File: src/common/acc_consts.svh
//==========================================================================
// Constants for the accumulator datapath: word width, multiply length,
// opcode field values and micro-op bit positions.
// Bit positions count left to right as in PDP-8 documentation.
// Include this header wherever the instruction word gets decoded.
//==========================================================================

`ifndef ACC_CONSTS_SVH
`define ACC_CONSTS_SVH

`define ACC_WORD_W      12
`define ACC_MUL_STEPS   12

// opcode field, bits 0 to 2
`define OP_AND          3'o0
`define OP_TAD          3'o1
`define OP_DCA          3'o3
`define OP_OPR          3'o7

`define MUL_INSTR       12'o7405

// group-1 micro-ops
`define CLA_BIT         4
`define CLL_BIT         5
`define CMA_BIT         6
`define CML_BIT         7
`define ROT_MSB         8
`define ROT_LSB         10
`define IAC_BIT         11

// group-3 micro-ops
`define MQA_BIT         5
`define MQL_BIT         7

// group select
`define GRP_BIT         3
`define GRP3_BIT        11

`endif

File: src/common/acc_pkg.sv
//==========================================================================
// Shared types for the accumulator datapath.
// Words use the PDP-8 numbering, bit 0 being the most significant bit.
// Modules import this package inside their bodies and use scoped names
// for the port types.
//==========================================================================

package acc_pkg;

    // one machine word, left-to-right numbering
    typedef logic [0:11] word_t;

    // instruction phases, one per clock while busy
    typedef enum logic [2:0] {
        IDLE,   // waiting for start
        F1,     // clears and complements, group-3 MQ ops
        F2,     // increment
        F3,     // rotates
        E2,     // AND / TAD
        E3,     // DCA
        MUL,    // multiply iterations
        DONE    // result valid, done pulse
    } phase_e;

    typedef logic [3:0] step_t;  // multiply step count

endpackage

File: src/common/unit_result_if.sv
//==========================================================================
// Result bundle of one execution unit: the proposed AC, link and MQ and
// a write enable. The unit side drives it, the register file reads it.
// A unit raises wr only during its own phases.
//==========================================================================

`timescale 1ns/100ps

interface unit_result_if;
    import acc_pkg::*;

    word_t ac;      // proposed accumulator
    logic  link;    // proposed link
    word_t mq;      // proposed MQ
    logic  wr;      // load all three this cycle

    modport unit (
        output ac, link, mq, wr
    );

    modport regs (
        input ac, link, mq, wr
    );

endinterface

File: src/design/acc_regs.sv
//==========================================================================
// AC, link and MQ registers. Each edge loads from whichever execution
// unit asserts its write enable; the units never write in the same
// cycle, so the order below only sets a fixed priority.
// All three registers clear on reset.
//==========================================================================

`timescale 1ns/100ps

module acc_regs (
    input  logic           clk,
    input  logic           rst_n,
    unit_result_if.regs    opr,
    unit_result_if.regs    mem,
    unit_result_if.regs    mul,
    output acc_pkg::word_t ac,
    output logic           link,
    output acc_pkg::word_t mq
);
    import acc_pkg::*;

    always_ff @(posedge clk or negedge rst_n)
    begin
        if (!rst_n)
        begin
            ac   <= '0;
            link <= 1'b0;
            mq   <= '0;
        end
        else if (opr.wr)
        begin
            ac   <= opr.ac;
            link <= opr.link;
            mq   <= opr.mq;
        end
        else if (mem.wr)
        begin
            ac   <= mem.ac;
            link <= mem.link;
            mq   <= mq;     // memory ops leave MQ alone
        end
        else if (mul.wr)
        begin
            ac   <= mul.ac;
            link <= mul.link;
            mq   <= mul.mq;
        end
    end

endmodule

File: src/design/acc_top.sv
//==========================================================================
// Top level of the accumulator datapath. Connects the phase sequencer,
// the three execution units and the register file.
// Pulse start with an instruction word while busy is low; the operand
// is expected on mdout. done marks the cycle the results become valid.
//==========================================================================

`timescale 1ns/100ps

module acc_top (
    input  logic           clk,
    input  logic           rst_n,
    input  logic           start,
    input  acc_pkg::word_t instruction,
    input  acc_pkg::word_t mdout,
    output acc_pkg::word_t ac,
    output logic           link,
    output acc_pkg::word_t mq,
    output logic           busy,
    output logic           done
);
    import acc_pkg::*;

    phase_e phase;
    word_t  instr;      // latched instruction
    logic   mul_last;

    unit_result_if opr_res ();
    unit_result_if mem_res ();
    unit_result_if mul_res ();

    phase_sequencer u_seq (
        .clk         (clk),
        .rst_n       (rst_n),
        .start       (start),
        .instruction (instruction),
        .mul_last    (mul_last),
        .phase       (phase),
        .instr       (instr),
        .busy        (busy),
        .done        (done)
    );

    operate_unit u_opr (
        .phase (phase),
        .instr (instr),
        .ac    (ac),
        .link  (link),
        .mq    (mq),
        .res   (opr_res.unit)
    );

    memref_unit u_mem (
        .phase (phase),
        .instr (instr),
        .ac    (ac),
        .link  (link),
        .mdout (mdout),
        .res   (mem_res.unit)
    );

    mul_unit u_mul (
        .clk      (clk),
        .rst_n    (rst_n),
        .phase    (phase),
        .ac       (ac),
        .link     (link),
        .mq       (mq),
        .mdout    (mdout),
        .mul_last (mul_last),
        .res      (mul_res.unit)
    );

    acc_regs u_regs (
        .clk   (clk),
        .rst_n (rst_n),
        .opr   (opr_res.regs),
        .mem   (mem_res.regs),
        .mul   (mul_res.regs),
        .ac    (ac),
        .link  (link),
        .mq    (mq)
    );

endmodule

File: src/design/memref_unit.sv
//==========================================================================
// Memory-reference unit. AND and TAD combine AC with the operand on
// mdout during E2; DCA clears AC during E3 (the store is done outside).
// MQ is never changed here.
//==========================================================================

`timescale 1ns/100ps
`include "acc_consts.svh"

module memref_unit (
    input  acc_pkg::phase_e phase,
    input  acc_pkg::word_t  instr,
    input  acc_pkg::word_t  ac,
    input  logic            link,
    input  acc_pkg::word_t  mdout,
    unit_result_if.unit     res
);
    import acc_pkg::*;

    logic [2:0]           opcode;
    logic [`ACC_WORD_W:0] tad_sum;  // link and AC plus operand

    assign opcode  = instr[0:2];
    assign tad_sum = {link, ac} + {1'b0, mdout};

    always_comb
    begin
        res.ac   = ac;
        res.link = link;
        res.mq   = '0;
        res.wr   = 1'b0;
        if (phase == E2 && opcode == `OP_AND)
        begin
            res.ac = ac & mdout;
            res.wr = 1'b1;
        end
        else if (phase == E2 && opcode == `OP_TAD)
        begin
            {res.link, res.ac} = tad_sum;  // carry out flips the link
            res.wr = 1'b1;
        end
        else if (phase == E3 && opcode == `OP_DCA)
        begin
            res.ac = '0;
            res.wr = 1'b1;
        end
    end

endmodule

File: src/design/operate_unit.sv
//==========================================================================
// Operate-instruction unit. Group 1 runs clears and complements in F1,
// the increment in F2 and one rotate or byte swap in F3. Group 3 runs
// CLA followed by MQA, MQL or both (swap) in F1.
// Purely combinational; the proposal is written only during those phases.
//==========================================================================

`timescale 1ns/100ps
`include "acc_consts.svh"

module operate_unit (
    input  acc_pkg::phase_e phase,
    input  acc_pkg::word_t  instr,
    input  acc_pkg::word_t  ac,
    input  logic            link,
    input  acc_pkg::word_t  mq,
    unit_result_if.unit     res
);
    import acc_pkg::*;

    logic  is_opr;
    logic  grp1;
    logic  grp3;
    word_t ac_clr;     // AC after CLA
    logic  link_clr;   // link after CLL
    logic  [2:0] rot;

    assign is_opr   = (instr[0:2] == `OP_OPR);
    assign grp1     = is_opr && !instr[`GRP_BIT];
    assign grp3     = is_opr && instr[`GRP_BIT] && instr[`GRP3_BIT];
    assign ac_clr   = instr[`CLA_BIT] ? '0 : ac;
    assign link_clr = instr[`CLL_BIT] ? 1'b0 : link;
    assign rot      = instr[`ROT_MSB:`ROT_LSB];

    always_comb
    begin
        res.ac   = ac;
        res.link = link;
        res.mq   = mq;
        res.wr   = 1'b0;
        case (phase)
            F1:
            begin
                if (grp1)
                begin
                    res.ac   = instr[`CMA_BIT] ? ~ac_clr : ac_clr;
                    res.link = instr[`CML_BIT] ? ~link_clr : link_clr;
                    res.wr   = 1'b1;
                end
                else if (grp3)
                begin
                    case ({instr[`MQA_BIT], instr[`MQL_BIT]})
                        2'b10: res.ac = ac_clr | mq;   // MQA
                        2'b01:                         // MQL
                        begin
                            res.mq = ac_clr;
                            res.ac = '0;
                        end
                        2'b11:                         // SWP
                        begin
                            res.mq = ac_clr;
                            res.ac = mq;
                        end
                        default: res.ac = ac_clr;
                    endcase
                    res.wr = 1'b1;
                end
            end
            F2:
            begin
                if (grp1 && instr[`IAC_BIT])
                begin
                    {res.link, res.ac} = {link, ac} + 1'b1;  // carry toggles link
                    res.wr = 1'b1;
                end
            end
            F3:
            begin
                if (grp1)
                begin
                    case (rot)
                        3'b001: res.ac = {ac[6:11], ac[0:5]};  // BSW
                        3'b010:                                // RAL
                        begin
                            res.ac   = {ac[1:11], link};
                            res.link = ac[0];
                        end
                        3'b011:                                // RTL
                        begin
                            res.ac   = {ac[2:11], link, ac[0]};
                            res.link = ac[1];
                        end
                        3'b100:                                // RAR
                        begin
                            res.ac   = {link, ac[0:10]};
                            res.link = ac[11];
                        end
                        3'b101:                                // RTR
                        begin
                            res.ac   = {ac[11], link, ac[0:9]};
                            res.link = ac[10];
                        end
                        default: ;                             // no shift
                    endcase
                    res.wr = 1'b1;
                end
            end
            default: ;
        endcase
    end

endmodule

File: src/design/phase_sequencer.sv
//==========================================================================
// Phase sequencer for the accumulator datapath.
// A start pulse seen while idle latches the instruction word and steps
// the machine through F1, F2, F3, E2 and E3. The MUL instruction then
// stays in the MUL phase until the multiplier flags its last step.
// Every instruction ends with one DONE cycle, which raises done.
//==========================================================================

`timescale 1ns/100ps
`include "acc_consts.svh"

module phase_sequencer (
    input  logic           clk,
    input  logic           rst_n,
    input  logic           start,
    input  acc_pkg::word_t instruction,
    input  logic           mul_last,
    output acc_pkg::phase_e phase,
    output acc_pkg::word_t instr,
    output logic           busy,
    output logic           done
);
    import acc_pkg::*;

    phase_e phase_nxt;

    always_comb
    begin
        phase_nxt = phase;
        case (phase)
            IDLE, DONE: phase_nxt = start ? F1 : IDLE;  // DONE may chain a new start
            F1:         phase_nxt = F2;
            F2:         phase_nxt = F3;
            F3:         phase_nxt = E2;
            E2:         phase_nxt = E3;
            E3:         phase_nxt = (instr == `MUL_INSTR) ? MUL : DONE;
            MUL:
            begin
                if (mul_last)
                    phase_nxt = DONE;
            end
            default:    phase_nxt = IDLE;
        endcase
    end

    always_ff @(posedge clk or negedge rst_n)
    begin
        if (!rst_n)
            phase <= IDLE;
        else
            phase <= phase_nxt;
    end

    // instruction is captured only when a new one is accepted
    always_ff @(posedge clk)
    begin
        if (start && !busy)
            instr <= instruction;
    end

    assign busy = (phase != IDLE) && (phase != DONE);
    assign done = (phase == DONE);

endmodule

File: src/eae/mul_unit.sv
//==========================================================================
// EAE multiplier. One shift-and-add step per MUL cycle: when the MQ
// least significant bit is set the operand is added to AC, then the
// carry, AC and MQ shift right together. After twelve steps {AC,MQ}
// holds AC + MQ * mdout and the link is clear.
// mul_last tells the sequencer that the current step is the final one.
//==========================================================================

`timescale 1ns/100ps
`include "acc_consts.svh"

module mul_unit (
    input  logic            clk,
    input  logic            rst_n,
    input  acc_pkg::phase_e phase,
    input  acc_pkg::word_t  ac,
    input  logic            link,
    input  acc_pkg::word_t  mq,
    input  acc_pkg::word_t  mdout,
    output logic            mul_last,
    unit_result_if.unit     res
);
    import acc_pkg::*;

    step_t                step_cnt;
    word_t                addend;
    logic [`ACC_WORD_W:0] sum;      // carry and partial AC

    always_ff @(posedge clk or negedge rst_n)
    begin
        if (!rst_n)
            step_cnt <= '0;
        else if (phase == MUL)
            step_cnt <= step_cnt + 1'b1;
        else
            step_cnt <= '0;  // ready for the next multiply
    end

    assign mul_last = (phase == MUL) && (step_cnt == step_t'(`ACC_MUL_STEPS - 1));

    assign addend = mq[`ACC_WORD_W-1] ? mdout : '0;  // multiplier bit
    assign sum    = {1'b0, ac} + {1'b0, addend};

    always_comb
    begin
        res.ac   = sum[`ACC_WORD_W:1];
        res.mq   = {sum[0], mq[0:`ACC_WORD_W-2]};  // low sum bit enters MQ
        res.link = 1'b0;                            // MUL clears the link
        res.wr   = (phase == MUL);
    end

endmodule

File: config.mk
export PLATFORM = sky130hd
export DESIGN_NAME = acc_top
export DESIGN_NICKNAME = d
export VERILOG_FILES = /design/src/common/acc_pkg.sv /design/src/common/unit_result_if.sv /design/src/design/acc_regs.sv /design/src/design/acc_top.sv /design/src/design/memref_unit.sv /design/src/design/operate_unit.sv /design/src/design/phase_sequencer.sv /design/src/eae/mul_unit.sv
export VERILOG_INCLUDE_DIRS = /design/src /design/src/common
export SDC_FILE = /design/constraint.sdc
export NUM_CORES = 1
export LEC_CHECK = 0
export BUFFER_PORTS_ARGS = -buffer_cell sky130_fd_sc_hd__buf_2
export CAP_MARGIN = 25
export CORE_MARGIN = 8
export CORE_UTILIZATION = 50
export CTS_CLUSTER_DIAMETER = 120
export DETAILED_ROUTE_END_ITERATION = 16
export GPL_TIMING_DRIVEN = 0
export HOLD_SLACK_MARGIN = 0.12
export PLACE_DENSITY = 0.71
export RECOVER_POWER = 25
export SLEW_MARGIN = 20
export SYNTH_ARGS = -nofsm -noshare
export SYNTH_HDL_FRONTEND = slang
export SYNTH_SLANG_ARGS = --single-unit
File: constraint.sdc
create_clock -name clk -period 3.2 [get_ports clk]
set_input_delay 0.32 -clock clk [delete_from_list [all_inputs] [get_ports clk]]
set_output_delay 0.32 -clock clk [all_outputs]
set_load 0.01 [all_outputs]
* Word-level counts from Yosys, hierarchy flattened
Cells that the tools add are included.
Widths: inputs -> output; s select.
** Storage, ports and cells
- Flip-flop bits (word level) :: 44
- Bits of input ports :: 27
- Logic and storage cells :: 121
** Operators by class
- Add/subtract/negate cells :: 4
- Equality and inequality tests :: 37
- Mux-type cells :: 48
- Bitwise operators :: 4
- Reductions and logical operators :: 22
** Operators with widths (count)
- $mux 12 :: 20
- $pmux 12 s3 :: 2
- $pmux 12 s5 :: 1
- $eq 3x3->1 const B :: 7
- $pmux 3 s7 :: 1
- $mux 1 :: 19
- $eq 3x2->1 const B :: 5
- $add 12x12->13 :: 1
- $add 13x1->13 const B :: 1
- $add 13x12->13 :: 1
- $and 12x12->12 :: 1
- $eq 12x12->1 const B :: 1
- $ne 3x2->1 const B :: 4
- $not 12->12 :: 1
- $or 12x12->12 :: 1
- $logic_and 1x1->1 :: 10
- $eq 3x1->1 const B :: 3
- $ne 2x2->1 const B :: 4
- $reduce_and 8->1 :: 1
- $ne 7x3->1 const B :: 1
- $reduce_and 7->1 :: 1
- $logic_not 3->1 :: 2
- $ne 3x3->1 const B :: 2
- $ne 6x2->1 const B :: 1
- 18 further kinds :: 24

* Depth between registers and ports, before layout
- Word-level depth :: 8
- Gate-level depth with buffers :: 9
- Gate-level depth less buffers :: 9

* Hierarchy
From an unflattened synthesis, not the netlist that was laid out.
** Second synthesis, totals
- Cells, all modules :: 737
- Area total of the unflattened synthesis :: 5831.8 sq um
** Modules (own cells, without submodules)
- operate_unit :: times used 1, cells an instance 333, area an instance 2172.1 sq um
- acc_regs :: times used 1, cells an instance 123, area an instance 1252.5 sq um
- mul_unit :: times used 1, cells an instance 121, area an instance 963.4 sq um
- memref_unit :: times used 1, cells an instance 127, area an instance 882.1 sq um
- phase_sequencer :: times used 1, cells an instance 33, area an instance 561.8 sq um

* Worst setup path before layout
Ideal clock, no wire load.
- Path type :: register to register
- Start point :: reg u_regs.ac[0]
- End point :: reg u_regs.link
- Arrival time :: 2.313 ns
- Data required time :: 3.082 ns
- Slack :: 0.769 ns
- Stages on the path, launching flop included :: 9
- Buffers on the path :: 0
- Path through :: dfrtp_1 -> ha_1 -> fa_1 -> a211oi_2 -> o211ai_1 -> a41oi_2 -> o21ai_0 -> a221o_1 -> a21o_1
** Between the ends
- Word-level cells in the longest chain between the ends :: 5
** Ends and longest elaborated chain
- start: declaration :: line acc_regs.sv:16 : output acc_pkg::word_t ac,
- start signal: assignment :: line acc_regs.sv:32 : ac <= opr.ac;
- start signal: assignment :: line acc_regs.sv:38 : ac <= mem.ac;
- start signal: assignment :: line acc_regs.sv:44 : ac <= mul.ac;
- $add 13x12->13 :: line memref_unit.sv:24 : assign tad_sum = {link, ac} + {1'b0, mdout};
- $mux 1 :: line memref_unit.sv:37 : else if (phase == E2 && opcode == `OP_TAD)
- $mux 1 :: line memref_unit.sv:32 : if (phase == E2 && opcode == `OP_AND)
- $mux 1 :: line acc_regs.sv:36 : else if (mem.wr)
- $mux 1 * :: line acc_regs.sv:30 : else if (opr.wr)
- end signal: assignment :: line acc_regs.sv:33 : link <= opr.link;
- end signal: assignment :: line acc_regs.sv:39 : link <= mem.link;
- end signal: assignment :: line acc_regs.sv:45 : link <= mul.link;
- end: declaration :: line acc_regs.sv:17 : output logic link,
Mark *: on every way between the ends. The rest lies on a longest branch, timed or not. The select of a mux whose other input is x is not followed.
A chain may end at the register's enable or synchronous reset.

* Worst setup path after layout
- Start point :: reg u_regs.mq[0]
- End point :: reg u_regs.ac[8]
** Between the ends
- Word-level cells in the longest chain between the ends :: 5
** Ends and longest elaborated chain
- start: declaration :: line acc_regs.sv:18 : output acc_pkg::word_t mq
- start signal: assignment :: line acc_regs.sv:34 : mq <= opr.mq;
- start signal: assignment :: line acc_regs.sv:40 : mq <= mq;
- start signal: assignment :: line acc_regs.sv:46 : mq <= mul.mq;
- $mux 12 :: line mul_unit.sv:41 : assign addend = mq[`ACC_WORD_W-1] ? mdout : '0;
- $add 12x12->13 :: line mul_unit.sv:42 : assign sum = {1'b0, ac} + {1'b0, addend};
- $mux 12 :: line acc_regs.sv:42 : else if (mul.wr)
- $mux 12 :: line acc_regs.sv:36
- $mux 12 :: line acc_regs.sv:30
Every way passes these cells. The select of a mux whose other input is x is not followed.

==> impl_metrics.csv <==
group,metric,value,unit
run_status,status,"finished with violations",
run_status,violations,"capacitance limit, slew limit",
placement,dpl_cell_area,5260,um2
sta,min_period_over_period,94.0,%
die,die_w,114,um
global_routing,first_global_vias,4747,
route,num_vias,4924,
critical_path,crit_type,"register to register",
critical_path,cp_slowest_cell,"dfrtp_1",
sta,rsz0062_at_grt,"false",
finish,final_util,56.0,%
yosys,synth_ff_type,"dfrtp_1",
pwr,combinationalPowerShare,69.3,%
sta,hold_slack,177,ps
critical_path,cp-end-kind,"register",
critical_path,worstPathCellList,"clkbuf_1, and2_1, ha_1, o211ai_1, o211ai_1, a31oi_1, mux2i_1, a211oi_1, o31ai_1",
global_routing,track_usage,25.3,%
yosys,post_synth.cell_area_avg,8.25,um2
sta,hold_viol,0,
critical_path,critPathLaunchType,"register",
clocking,postCtsResizedCells,0,
route,drt-pass1-iter-count,5,
yosys,ys_seq_area_share,24.1,%
yosys,synth_area_leaders,"dfrtp_1 17%, edfxtp_1 7.5%, ha_1 6.7%",
yosys,synth.net_count,640,
yosys,yosysWarnings,0,
finish,drive_gt1_share,15.6,%
clocking,clk_latency,320,ps
sta,setup_viol,0,
pwr,p_per_area,854,nW/um2
sta,max-slew-margin-rel,-23.7,%
placement,dp_cells,772,
pwr,netSwitchingFraction,52.9,%
die,core,9550,um2
die,die_h,114,um
yosys,yosysTopAreaCellShare,16.6,%
yosys,synth_largest_area_cell,"dfrtp_1",
clocking,clockBufferDepth,2,
clocking,cts_tree,"done",
route,wl_per_cell,21.0,um
finish,fin_cells,781,
finish,antenna_cells,0,
finish,fillCellCount,937,
critical_path,crit_buf_inv,1,
pwr,p_int,2.15,mW
clocking,cts_sinks,44,
finish,nNetsFinal,702,
pwr,power.leakage,2.17,nW
die,start_util,50.5,%
critical_path,required,3400,ps
global_routing,grt_max_degree,33,
sta,skew,15.6,ps
sta,drv_slew,33,
route,final_antenna_net_count,0,
route,drtIter0Drc,494,
flow_run,maxCapViolCount,1,
pwr,p_seq_share,22.6,%
route,routed_wl,16400,um
placement,place_congestion,0.991,
clocking,cts_root_buf,"clkbuf_8",
critical_path,crit_top_cell,"o211ai_1",
clocking,cts_inserted_buffers,5,
critical_path,slowest_delay,560,ps
route,drc_errors,0,
pwr,ir_drop,0.000398,V
die,dieArea,13000,um2
yosys,syn_area,4820,um2
die,num_rows,36,
clocking,postCtsHoldBufs,1,
yosys,ys_ff_latch,44,
placement,dpl.hpwl,12800,um
yosys,syn_inst,585,
clocking,path_clk_slew,90,ps
sta,setup_tns,0,ps
clocking,cts_setup_buffers,0,
sta,worstMarginPinSlew,1850,ps
yosys,ys_types,78,
global_routing,grt_pass1_wl,25700,um
critical_path,path_max_fanout,10,
global_routing,grt_overflow,0,
hold_path,hp-class,"input port to register",
clocking,cts.htree.levels,2,
yosys,async_flop_share,72.7,%
finish,syn2layout_area_growth,10.8,%
yosys,synth_edf_count,12,
die,ioPinCount,54,
route,vias_per_cell,6.30,
critical_path,path_delay_family,"compound AO/OA/AOI/OAI gates",
finish,final_area,5340,um2
sta,post-route-min-period,3010,ps
pwr,power_frac_clock,8.1,%
sta,fmax,0.332,GHz
critical_path,worstPathArrival,3210,ps
finish,layout_common_cells,"55 x buf_2, 54 x nand2_1, 44 x a21oi_1",
global_routing,antenna_found_initial,0,
placement,place.port_buffers,53,
pwr,p_sw,2.41,mW
finish,mostFrequentLayoutCell,"buf_2",
==> worst paths after layout <==
kind / start / endpoint / slack, ps / cells after the start
setup reg to reg: u_regs.mq[0]$_DFFE_PN0P_ / u_regs.ac[8]$_DFFE_PN0P_ / 190 / 9
setup / recovery: u_regs.mq[0]$_DFFE_PN0P_ / u_regs.ac[8]$_DFFE_PN0P_ / 190 / 9
hold / removal: instruction[8] / u_seq.instr[8]$_DFFE_PP_ / 180 / 1
hold reg to reg: u_mul.step_cnt[0]$_DFF_PN0_ / u_mul.step_cnt[0]$_DFF_PN0_ / 460 / 1
min in group asynchronous: rst_n / u_seq.phase[2]$_DFFE_PN0P_ / 1040 / 2
max in group asynchronous: rst_n / u_regs.mq[10]$_DFFE_PN0P_ / 1090 / 2
==> final cells by class <==
type / instances / area (um2) / share of cell area, %
plain buffers: 46 / 265 / 4.96
clock buffers: 6 / 72.6 / 1.36
clock inverters: 2 / 12.5 / 0.234
inverters: 19 / 71.3 / 1.33
multi-input cells: 476 / 3330 / 62.2
flip-flops and latches: 44 / 1160 / 21.7
well taps: 133 / 166 / 3.11
repair buffers: 55 / 269 / 5.03
==> metal layers <==
layer  wire length [um]  GRT usage (%)  vias to the layer above
met4                599           11.4                        0
met1               6910           31.8                     2358
met2               7680           40.7                      202
met3               1190           5.64                       30
met5                  0              0                        -
li1                   -              -                     2334
==> logic make-up after synthesis <==
group,count (synthesis),synth area share [%]
compound gates,204,31.3
xor+xnor,29,5.26
fa+ha+maj,28,7.57
buf+inv,65,7.00
flops,44,24.1
mux,19,4.23
simple gates,196,20.5
==> power groups by stage <==
stage	clock (mW)	sequential, mW	combinational (mW)
3_5_place_dp	0	1.04	3.12
6_report	0.367	1.03	3.16
5_1_grt	0.391	1.06	3.47
2_1_floorplan	0	1.02	2.21
4_1_cts	0.374	1.03	3.14
3_3_place_gp	0	1.03	3.07
==> worst reg2reg max path: stages, from the launching register on <==
cell,delay (ps)
dfrtp_1,560
clkbuf_1,460
and2_1,210
ha_1,280
o211ai_1,300
o211ai_1,180
a31oi_1,360
mux2i_1,130
a211oi_1,300
o31ai_1,120
==> sequential cells by signal, indices dropped and copies added, names as in the netlist <==
register	cells
u_seq.instr	12
u_regs.ac	12
u_regs.mq	12
u_mul.step_cnt	4
u_regs.link	1
u_seq.phase	3
==> synthesized netlist by cell type (17+ instances only) <==
| library cell | number |
|---|---|
| a21oi_1 | 44 |
| a221oi_1 | 22 |
| clkbuf_1 | 17 |
| dfrtp_1 | 32 |
| ha_1 | 26 |
| inv_1 | 17 |
| mux2i_1 | 17 |
| nand2_1 | 54 |
| nand3_1 | 18 |
| nor2_1 | 40 |
| nor3_1 | 18 |
| o21ai_0 | 33 |
| xnor2_1 | 26 |
==> metrics by stage <==
stage / setup slack, ps / power, mW
after floorplan: 769 / 3.23
after global placement: 321 / 4.09
after detailed placement: 252 / 4.16
after CTS: 234 / 4.54
after global routing: 77.7 / 4.92
final: 191 / 4.56
(Power assumes the default switching activity.)
